<file path="src/rtl/soc_pkg.sv">
package soc_pkg;

    // bus widths
    localparam int ADDR_W    = 64;
    localparam int DATA_W    = 64;
    localparam int LS_TYPE_W = 3;

    // load/store type codes, shared by loads and stores
    localparam logic [LS_TYPE_W-1:0] LS_B  = 3'b000;
    localparam logic [LS_TYPE_W-1:0] LS_H  = 3'b001;
    localparam logic [LS_TYPE_W-1:0] LS_W  = 3'b010;
    localparam logic [LS_TYPE_W-1:0] LS_D  = 3'b011;
    localparam logic [LS_TYPE_W-1:0] LS_BU = 3'b100;
    localparam logic [LS_TYPE_W-1:0] LS_HU = 3'b101;
    localparam logic [LS_TYPE_W-1:0] LS_WU = 3'b110;

    // word ram
    localparam logic [ADDR_W-1:0] RAM_BASE = 64'h0000_0000_8000_0000;
    localparam int RAM_WORDS = 1024;
    localparam int RAM_AW    = 10;

    // single registers
    localparam logic [ADDR_W-1:0] KEY_ADDR      = 64'h0000_0000_1000_0000;
    localparam logic [ADDR_W-1:0] MTIMECMP_ADDR = 64'h0000_0000_0200_4000;

    // plic region, offsets relative to PLIC_BASE
    localparam logic [ADDR_W-1:0] PLIC_BASE              = 64'h0000_0000_0C00_0000;
    localparam logic [ADDR_W-1:0] PLIC_PENDING_OFS       = 64'h1000;
    localparam logic [ADDR_W-1:0] PLIC_ENABLE_OFS        = 64'h2000;
    localparam logic [ADDR_W-1:0] PLIC_CTX_ENABLE_STRIDE = 64'h80;
    localparam logic [ADDR_W-1:0] PLIC_THRESHOLD_OFS     = 64'h20_0000;
    localparam logic [ADDR_W-1:0] PLIC_CLAIM_OFS         = 64'h20_0004;
    localparam logic [ADDR_W-1:0] PLIC_CTX_STRIDE        = 64'h1000;
    localparam logic [ADDR_W-1:0] PLIC_SPAN              = 64'h40_0000;

    // interrupt sources, id 0 means no interrupt
    localparam int NUM_SRC    = 5;
    localparam int PRIO_W     = 3;
    localparam int KEY_SRC_ID = 1;
    localparam int SRC_ID_W   = $clog2(NUM_SRC + 1);
    // context 0 machine, context 1 supervisor
    localparam int NUM_CTX    = 2;

    // bus targets picked by the decoder
    typedef enum logic [1:0] {
        TGT_NONE,
        TGT_RAM,
        TGT_KEYTIME,
        TGT_PLIC
    } target_t;

endpackage

</file>
<file path="src/rtl/plic.sv">
`timescale 1ns/100ps

module plic import soc_pkg::*; (
    input  logic              CLOCK_50,
    input  logic              KEY0,
    input  logic              stb,
    input  logic              write,
    input  logic [ADDR_W-1:0] addr,
    input  logic [DATA_W-1:0] wdata,
    input  logic [NUM_SRC:0]  irq_src,
    input  logic              key_event,
    output logic              ack,
    output logic [DATA_W-1:0] rdata,
    output logic              meip,
    output logic              seip
);

    logic [PRIO_W-1:0] prio [1:NUM_SRC];
    // bit 0 stays clear
    logic [NUM_SRC:0] pending;
    logic [NUM_SRC:0] enable [NUM_CTX];
    logic [PRIO_W-1:0] threshold [NUM_CTX];
    logic [SRC_ID_W-1:0] claim_id [NUM_CTX];

    logic [ADDR_W-1:0] ofs;
    logic [SRC_ID_W-1:0] prio_id;
    logic prio_sel;
    logic pend_sel;
    logic [NUM_CTX-1:0] en_sel;
    logic [NUM_CTX-1:0] thr_sel;
    logic [NUM_CTX-1:0] claim_sel;

    assign ofs = addr - PLIC_BASE;
    assign ack = stb;

    // priority words at 4 * id
    assign prio_id  = ofs[SRC_ID_W+1:2];
    assign prio_sel = (ofs >= 4) && (ofs <= 4 * NUM_SRC) && (ofs[1:0] == 2'b00);
    assign pend_sel = (ofs == PLIC_PENDING_OFS);

    always_comb begin
        for (int c = 0; c < NUM_CTX; c++) begin
            en_sel[c]    = (ofs == PLIC_ENABLE_OFS + c * PLIC_CTX_ENABLE_STRIDE);
            thr_sel[c]   = (ofs == PLIC_THRESHOLD_OFS + c * PLIC_CTX_STRIDE);
            claim_sel[c] = (ofs == PLIC_CLAIM_OFS + c * PLIC_CTX_STRIDE);
        end
    end

    // best enabled pending id per context, lowest id wins a tie
    always_comb begin : claim_search
        logic [PRIO_W-1:0] best;
        for (int c = 0; c < NUM_CTX; c++) begin
            best        = threshold[c];
            claim_id[c] = '0;
            for (int id = 1; id <= NUM_SRC; id++) begin
                if (pending[id] && enable[c][id] && (prio[id] > best)) begin
                    best        = prio[id];
                    claim_id[c] = id[SRC_ID_W-1:0];
                end
            end
        end
    end

    assign meip = (claim_id[0] != '0);
    assign seip = (claim_id[1] != '0);

    always_comb begin
        rdata = '0;
        if (prio_sel) begin
            rdata = {{(DATA_W-PRIO_W){1'b0}}, prio[prio_id]};
        end else if (pend_sel) begin
            rdata = {{(DATA_W-NUM_SRC-1){1'b0}}, pending};
        end
        for (int c = 0; c < NUM_CTX; c++) begin
            if (en_sel[c]) rdata = {{(DATA_W-NUM_SRC-1){1'b0}}, enable[c]};
            if (thr_sel[c]) rdata = {{(DATA_W-PRIO_W){1'b0}}, threshold[c]};
            if (claim_sel[c]) rdata = {{(DATA_W-SRC_ID_W){1'b0}}, claim_id[c]};
        end
    end

    always_ff @(posedge CLOCK_50 or negedge KEY0) begin
        if (!KEY0) begin
            pending <= '0;
            for (int id = 1; id <= NUM_SRC; id++) begin
                prio[id] <= '0;
            end
            for (int c = 0; c < NUM_CTX; c++) begin
                enable[c]    <= '0;
                threshold[c] <= '0;
            end
        end else begin
            // sources only set pending
            for (int id = 1; id <= NUM_SRC; id++) begin
                if (irq_src[id] || (key_event && (id == KEY_SRC_ID))) begin
                    pending[id] <= 1'b1;
                end
            end
            for (int c = 0; c < NUM_CTX; c++) begin
                // claim read hands out the id and clears it
                if (stb && !write && claim_sel[c] && (claim_id[c] != '0)) begin
                    pending[claim_id[c]] <= 1'b0;
                end
                if (stb && write && en_sel[c]) enable[c] <= wdata[NUM_SRC:0];
                if (stb && write && thr_sel[c]) threshold[c] <= wdata[PRIO_W-1:0];
            end
            if (stb && write && prio_sel) begin
                prio[prio_id] <= wdata[PRIO_W-1:0];
            end
        end
    end

    a_claim_range: assert property (@(posedge CLOCK_50) disable iff (!KEY0)
        (claim_id[0] <= NUM_SRC) && (claim_id[1] <= NUM_SRC));

endmodule

</file>
<file path="config.mk">
export PLATFORM = sky130hd
export DESIGN_NAME = plic
export DESIGN_NICKNAME = d
export VERILOG_FILES = /design/src/rtl/soc_pkg.sv /design/src/rtl/plic.sv
export SDC_FILE = /design/constraint.sdc
export NUM_CORES = 1
export LEC_CHECK = 0
export ABC_CLOCK_PERIOD_IN_PS = 22700
export BUFFER_PORTS_ARGS = -buffer_cell sky130_fd_sc_hd__buf_2
export CAP_MARGIN = 25
export CORE_ASPECT_RATIO = 1.25
export CORE_UTILIZATION = 40
export CTS_BUF_LIST = sky130_fd_sc_hd__clkbuf_2 sky130_fd_sc_hd__clkbuf_4 sky130_fd_sc_hd__clkbuf_8
export CTS_CLUSTER_SIZE = 40
export DETAILED_ROUTE_END_ITERATION = 8
export GPL_TIMING_DRIVEN = 0
export PLACE_DENSITY = 0.73
export SLEW_MARGIN = 10
export SYNTH_ARGS = -nofsm -noshare
export SYNTH_HDL_FRONTEND = slang
export SYNTH_SLANG_ARGS = --single-unit
</file>
<file path="constraint.sdc">
create_clock -name CLOCK_50 -period 22.7 [get_ports CLOCK_50]
set_input_delay 2.27 -clock CLOCK_50 [delete_from_list [all_inputs] [get_ports CLOCK_50]]
set_output_delay 2.27 -clock CLOCK_50 [all_outputs]
set_load 0.05 [all_outputs]
</file>
Yosys cells after proc, flatten, opt, wreduce, memory -nomap -nowiden
Index checks and enable logic that the tools add are counted.

storage, ports and cells
  output and inout bits = 67
  flip-flop bits (word level) = 39
  logic and storage cells = 125

operators by class
  multiplexer cells = 43
  add/sub/neg operators = 1
  $lt $le $gt $ge = 18
  bitwise logic cells = 5
  eq/ne operators = 7
  reductions and logical operators = 41

operators with widths
  operator                                                number
  2-to-1 mux 64 bit                                       6
  equality test 64 x 22 -> 1 bit (second input constant)  4
  equality test 64 x 14 -> 1 bit (second input constant)  2
  equality test 64 x 13 -> 1 bit (second input constant)  1
  >= comparator 64 x 3 -> 1 bit (second input constant)   1
  <= comparator 64 x 5 -> 1 bit (second input constant)   1
  subtractor 64 x 28 -> 64 bit (second input constant)    1
  2-to-1 mux 3 bit                                        19
  logical AND 1 bit                                       36
  > comparator 3 bit                                      10
  2-to-1 mux 6 bit                                        4
  bitwise mux 15 bit                                      1
  bitwise AND 6 bit                                       2
  inverter 6 bit                                          2
  binary-select mux 3 bit (select 3 bit)                  1
  demux 3 bit (select 3 bit)                              1
  2-to-1 mux 1 bit                                        9
  < comparator 3 x 4 -> 1 bit (second input constant)     2
  demux 1 bit (select 3 bit)                              2
  >= comparator 3 x 1 -> 1 bit (second input constant)    2
  nonzero test 3 bit                                      2
  >= comparator 4 bit (second input constant)             1
  < comparator 4 x 1 -> 1 bit (second input constant)     1
  inverter 3 -> 4 bit                                     1
  3 further kinds                                         3

Logic depth before layout (Yosys ltp)
Gate-level depths: netlist (run 1).

  depth in word-level cells = 24
  gate-level depth with buffers = 35
  gate-level depth less buffers = 35

Least setup slack after synthesis (run 1)
No wires, ideal clock.

  path kind = register to output
  start = register prio[13] (netlist name)
  end = output rdata[0]
  stages on the path, launching flop included = 30
  required time = 20.430 ns
  path slack = 12.347 ns
  arrival = 8.083 ns
  cells stage by stage = dfrtp_1 -> ha_1 -> a21o_1 -> a21oi_1 -> a311oi_1 -> mux2_2 -> ha_1 -> inv_1 -> a21o_1 -> a21oi_1 -> a311oi_1 -> mux2i_1 -> inv_1 -> ha_1 -> a21o_1 -> a21oi_1 -> a311oi_1 -> mux2_2 -> ha_1 -> inv_1 -> a21o_1 -> a21oi_1 -> a311oi_1 -> mux2_2 -> ha_1 -> nor2b_1 -> o21a_1 -> o2111ai_1 -> and3_1 -> a221oi_1

on the way
  word-level cells in the longest chain between the ends = 19
  elaborated cells between the ends (all ways) = 42
  classes of those cells = order compare (10); mux (22); reduce/logical (10)

ends and longest elaborated chain
  item                               RTL line     source
  from (decl)                        plic.sv:18   logic [PRIO_W-1:0] prio [1:NUM_SRC];
  from (signal, indexed assignment)  plic.sv:107  prio[prio_id] <= wdata[PRIO_W-1:0];
  > comparator 3 bit                 plic.sv:56   if (pending[id] && enable[c][id] && (prio[id] > best)) begin
  logical AND 1 bit                  plic.sv:56
  2-to-1 mux 3 bit                   plic.sv:56
  > comparator 3 bit                 plic.sv:56
  logical AND 1 bit                  plic.sv:56
  2-to-1 mux 3 bit                   plic.sv:56
  > comparator 3 bit                 plic.sv:56
  logical AND 1 bit                  plic.sv:56
  [... 3 more ...]                   --
  2-to-1 mux 3 bit                   plic.sv:56
  > comparator 3 bit                 plic.sv:56
  logical AND 1 bit                  plic.sv:56
  2-to-1 mux 3 bit                   plic.sv:56
  2-to-1 mux 64 bit                  plic.sv:77   if (claim_sel[c]) rdata = {{(DATA_W-SRC_ID_W){1'b0}}, claim_id[c]};
  2-to-1 mux 64 bit                  plic.sv:75   if (en_sel[c]) rdata = {{(DATA_W-NUM_SRC-1){1'b0}}, enable[c]};
  2-to-1 mux 64 bit                  plic.sv:76   if (thr_sel[c]) rdata = {{(DATA_W-PRIO_W){1'b0}}, threshold[c]};
  2-to-1 mux 64 bit (*)              plic.sv:77
  to (decl)                          plic.sv:13   output logic [DATA_W-1:0] rdata,

Every way passes the cells marked *; elsewhere a longest branch is shown, timed or not.

Worst setup path in the final report (run 1)
  start = register prio[13] (netlist name)
  end = output rdata[1]

Same word-level chain as after synthesis.

==> flow_summary.yaml, run 1 <==
power_and_ir_drop:
  power_density_mw_per_mm2: 33.6
  p_comb_frac: 0.271
  ir_worst_vdd_uv: 24.8
  power.leakage_nw: 2.26
  swShare: 0.340
  switchingPower_mw: 0.0550
  clockPowerShare: 0.300
  total_power_mw: 0.162
  seq_power_share: 0.429
  p_int_mw: 0.107
floorplanning:
  die-area_mm2: 0.0102
  die_w_um: 90.4
  die_h_um: 112
  rows: 39
  core_mm2: 0.00932
  num_io_pins: 206
  start_util: 0.419
timing:
  finClkSkew_ns: 0.00453
  rsz0062_at_grt: "no"
  hold_viol: 0
  slew_viol_final: 0
  min_period_ns: 11.10
  fin_setup_tns_ns: 0
  tightest_slew_ns: 0.922
  slew_headroom: 0.381
  fin_crit_sh: 0.489
  setup_violations: 0
  timing.fmax_ghz: 0.0901
worst_setup_path:
  critical_path_buf_inv_count: 5
  worstPathArrival_ns: 8.83
  r2r_slack_ns: 13.98
  slowest_delay_ns: 0.72
  cp-start-kind: "register"
  crit_path_max_fanout: 7
  critPathSlowestCell: "a311oi_1"
  cp-startpoint: "prio[13]"
  cp_top_family: "compound AO/OA/AOI/OAI gates"
  path_class: "reg -> out"
  timing.rr.start: "prio[13]"
  end_kind: "primary output"
  worstPathRequired_ns: 20.43
hold_path:
  min-delay-start: "pending[0]"
  min_path_type: "reg -> reg"
yosys:
  netlist_top_cells_count: "59 x buf_4, 39 x dfrtp_1, 36 x mux2_2"
  ys_ff_latch: 39
  yosysTopAreaCell: "dfrtp_1"
  synth_top_area_frac: 0.250
  synth_ff_type: "dfrtp_1"
  synth_enable_flop_cells: 0
  yosys_warnings: 0
  ys_seq_area_frac: 0.250
  synthCells: 438
  synth.most_common_cell: "buf_4"
  synth.avg_cell_area_um2: 8.91
  synthTopCellsByArea: "dfrtp_1 25%, buf_4 11%, mux2_2 10%"
  synth_cell_types: 65
  mappedNetlistArea_mm2: 0.00390
  synthArstFlopShare: 1.00
layout:
  insertedDiodeCount: 0
  drive_above_1_share: 0.347
  layout.cells.non_filler: 716
  fin_area_mm2: 0.00481
  area_growth_pct: 23.2
  finalNetCount: 757
place:
  port-buffer-count: 87
  place.gp.congestion: 0.979
  place_inst: 706
  placed_cell_area_mm2: 0.00471
  dpl.hpwl_um: 9390
detailed_routing:
  ant_nets: 0
  drc_errors: 0
  postRouteWirelength_um: 11500
  wire_per_inst_um: 16.0
  initialDrtViolationCount: 247
  vias: 3899
  dr.pass1.iters: 6
  vias_per_cell: 5.45
clock_tree:
  clockBufferDepth: 2
  cts.sink_count: 39
  root_buffer: "clkbuf_8"
  cts_resized: 0
  worstSkewPairLatency_ns: 0.29
  htree_levels: 2
  hold_buffers: 0
  tritoncts: "built"
  path_clk_slew_ns: 0.07
  numCtsBuffers: 5
  post_cts_buffers: 0
global_routing:
  grt_max_degree: 40
  grt_antenna_before_repair: 0
  grt.total_usage: 0.227
  overflow: 0
  grt_pass1_vias: 3730
  grt_first_pass_wirelength_um: 18200
status:
  outcome: "complete, no violations"
job:
  drv_cap: 0
-- power by group through the flow --
stage	Clock (mW)	Combinational, mW	Sequential [mW]
after floorplan	0	0.0322	0.0708
after global placement	0	0.0430	0.0708
after detailed placement	0	0.0435	0.0708
after CTS	0.0498	0.0435	0.0694
after global routing	0.0523	0.0461	0.0694
final	0.0486	0.0438	0.0694
-- layout make-up --
| cell class | count | area, um2 |
|---|---|---|
| clock inverters | 1 | 5.00 |
| multi-input cells | 371 | 2600 |
| repair buffers | 90 | 450 |
| fillers | 863 | 4510 |
| clock buffers | 7 | 83.8 |
| plain buffers | 64 | 462 |
| well taps | 123 | 154 |
| flip-flops and latches | 39 | 976 |
| inverters | 21 | 78.8 |
-- cell families after synthesis --
group                    count (synthesis)  share of synthesized area
AO/OA/AOI/OAI                           88                      0.160
XOR/XNOR                                 3                    0.00673
adder cells (fa/ha/maj)                 27                     0.0859
buffers and inverters                   85                      0.138
flip-flops                              39                      0.250
multiplexers                            53                      0.149
other                                    1                   0.000961
AND/OR/NAND/NOR                        142                      0.209
-- metrics by stage --
| step | worst slack, ns | utilization | hold slack (ns) |
|---|---|---|---|
| global route | 11.07 | 0.516 | 0.524 |
| finish | 11.60 | 0.516 | 0.485 |
| floorplan | 12.35 | - | 0.430 |
| CTS | 11.53 | 0.515 | 0.488 |
| detailed placement | 11.85 | 0.506 | 0.472 |
| global placement | 11.61 | 0.505 | 0.460 |
-- worst paths after layout --
check	cells after the start	end
setup / recovery	34	rdata[1]
hold / removal	1	pending[0]
setup reg to reg	33	pending[1]
hold reg to reg	1	pending[0]
max in group asynchronous	1	pending[5]
min in group asynchronous	1	prio[4]
-- placed cells by master (no fill, tap or decap), drive strengths merged, types with 10 or more instances in the layout --
cell,count
a21oi,14
clkbuf,13
buf,148
o21ai,15
nor2,33
inv,21
nand2,24
nor3,12
mux2,42
dfrtp,39
ha,26
nor4,10
nand3,16
mux2i,11
conb,58
-- flip-flops by register name, indices dropped and copies added, names as in the netlist --
signal	flops
prio	15
enable	12
threshold	6
pending	6
-- layer usage --
layer | vias to the layer above | GRT usage | wire length [um]
met5 | - | 0 | 0
met4 | 0 | 0.122 | 492
met3 | 39 | 0.0244 | 882
met2 | 252 | 0.418 | 5680
met1 | 1759 | 0.257 | 4430
li1 | 1849 | - | -
(Power assumes the default switching activity.)
==> run 2, diff against run 1 <==
--- a/config.mk
+++ b/config.mk
@@ -5,7 +5,7 @@
 export SDC_FILE = /design/constraint.sdc
 export NUM_CORES = 1
 export LEC_CHECK = 0
-export ABC_CLOCK_PERIOD_IN_PS = 22700
+export ABC_CLOCK_PERIOD_IN_PS = 9300
 export BUFFER_PORTS_ARGS = -buffer_cell sky130_fd_sc_hd__buf_2
 export CAP_MARGIN = 25
 export CORE_ASPECT_RATIO = 1.25
@@ -14,7 +14,7 @@
 export CTS_CLUSTER_SIZE = 40
 export DETAILED_ROUTE_END_ITERATION = 8
 export GPL_TIMING_DRIVEN = 0
-export PLACE_DENSITY = 0.73
+export PLACE_DENSITY = 0.76
 export SLEW_MARGIN = 10
 export SYNTH_ARGS = -nofsm -noshare
 export SYNTH_HDL_FRONTEND = slang
==> constraint.sdc (replaced) <==
create_clock -name CLOCK_50 -period 9.3 [get_ports CLOCK_50]
set_input_delay 0.93 -clock CLOCK_50 [delete_from_list [all_inputs] [get_ports CLOCK_50]]
set_output_delay 0.93 -clock CLOCK_50 [all_outputs]
set_load 0.05 [all_outputs]
==> flow_summary.yaml, run 2 (synthesis results as in run 1) <==
status:
  outcome: "complete, no violations"
worst_setup_path:
  crit_path_max_fanout: 7
  critPathSlowestCell: "dfrtp_2"
  r2r_slack_ns: 1.77
  worstPathArrival_ns: 7.97
  cp-start-kind: "register"
  slowest_delay_ns: 0.49
  worstPathRequired_ns: 8.37
  path_class: "reg -> out"
  end_kind: "primary output"
  path_common_cell: "ha_1"
floorplanning:
  num_io_pins: 206
  die_w_um: 90.4
  die_h_um: 112
  die-area_mm2: 0.0102
  rows: 39
  start_util: 0.419
  core_mm2: 0.00932
detailed_routing:
  drc_errors: 0
  postRouteWirelength_um: 12100
  ant_nets: 0
  vias: 3922
  vias_per_cell: 5.48
  initialDrtViolationCount: 285
  wire_per_inst_um: 16.9
  dr.pass1.iters: 7
clock_tree:
  numCtsBuffers: 5
  hold_buffers: 0
  htree_levels: 2
  root_buffer: "clkbuf_8"
  tritoncts: "built"
  path_clk_slew_ns: 0.08
  cts.sink_count: 39
  clockBufferDepth: 2
  worstSkewPairLatency_ns: 0.30
layout:
  area_growth_pct: 27.6
  fin_area_mm2: 0.00498
  reg_top3: "prio (15), enable (12)"
  multi_input_area_mm2: 0.00274
  fillers: 862
  final_common_cell: "buf_2"
  insertedDiodeCount: 0
  regMostFlops: "prio"
  drive_above_1_share: 0.368
  area.sequential_um2: 977
  finalNetCount: 757
  final_cell_mix: "87 x buf_2, 61 x buf_4, 58 x conb_1"
  largest_register_ffs: 15
power_and_ir_drop:
  power.leakage_nw: 2.27
  ir_worst_vdd_uv: 56.6
  total_power_mw: 0.427
  power_density_mw_per_mm2: 85.7
timing:
  setup_violations: 0
  rsz0062_at_grt: "no"
  timing.fmax_ghz: 0.112
  hold_viol: 0
  fin_crit_sh: 0.957
  hold_slack_ns: 0.481
  finClkSkew_ns: 0.0113
  tightest_slew_ns: 0.981
  slew_headroom: 0.329
  min_period_ns: 8.90
  slew_viol_final: 0
place:
  placed_cell_area_mm2: 0.00471
  port-buffer-count: 87
  place.gp.congestion: 0.952
  dpl.hpwl_um: 9700
hold_path:
  min_path_type: "reg -> reg"
global_routing:
  grt.total_usage: 0.238
  overflow: 0
  grt_pass1_vias: 3864
  grt_max_degree: 40
  grt_first_pass_wirelength_um: 19000
  grt_antenna_before_repair: 0
job:
  drv_cap: 0
==> run 2: cell types whose count changed in the layout (fill, tap and decap cells not counted), moves of 2 or more <==
cell / change
a311oi_4: +4
buf_4: +2
o2111ai_1: -2
o2111ai_2: +2
a311oi_1: -5
clkbuf_2: -2
==> run 2: where the power goes <==
part,internal [mW],switching [mW]
clock,0.0869,0.0633
combinational,0.0327,0.0748
sequential,0.169,0.0000000000000000682
total,0.289,0.138
==> run 2: repair_timing <==
item / 4_1_cts / 5_1_grt
endpoints found under the hold margin: 0 / 0
endpoints found under the setup margin: 4 / 4
gates resized for setup: 9 / 12
setup buffers: 0 / 2
pin swaps: 0 / 2
==> run 2: metrics by stage <==
| stage | worst slack, ns | setup TNS (ns) | std cells | utilization |
|---|---|---|---|---|
| 6_report | 0.396 | 0 | 716 | 0.535 |
| 5_1_grt | 0.0493 | 0 | 716 | 0.535 |
| 4_1_cts | 0.00885 | 0 | 714 | 0.524 |
| 3_5_place_dp | -0.381 | -1.09 | 706 | 0.506 |
| 3_3_place_gp | -0.572 | -1.80 | 705 | 0.505 |
| 2_1_floorplan | 0.287 | 0 | 495 | - |
==> run 2: worst paths after layout <==
check,depth (start not counted),end,from
min in group asynchronous,1,prio[0],KEY0
max in group asynchronous,1,prio[13],KEY0
worst min register to register,1,pending[0],pending[0]
worst max-delay path,33,rdata[1],prio[13]
worst min-delay path,1,pending[0],pending[0]
worst max register to register,32,pending[1],prio[13]
==> run 2: area by class of cell <==
class,count,share of cell area
multi-input cells,371,0.549
flip-flops and latches,39,0.196
plain buffers,64,0.0927
repair buffers,90,0.0919
well taps,123,0.0309
clock buffers,6,0.0166
inverters,21,0.0158
clock inverters,2,0.00703
==> run 2: critical path: cells and delay by family, from the launching register on <==
family | cells | cell delay [ns]
and+or+nand+nor | 10 | 1.33
AOI/OAI and AO/OA | 14 | 2.92
buffers and inverters | 1 | 0.23
muxes | 2 | 0.78
adders and majority gates | 6 | 1.90
DFF | 1 | 0.49
==> run 2: metal layers <==
metal	part of all wire	track usage
met4	0.048	0.153
met5	0	0
met2	0.51	0.443
met3	0.064	0.0285
met1	0.37	0.252
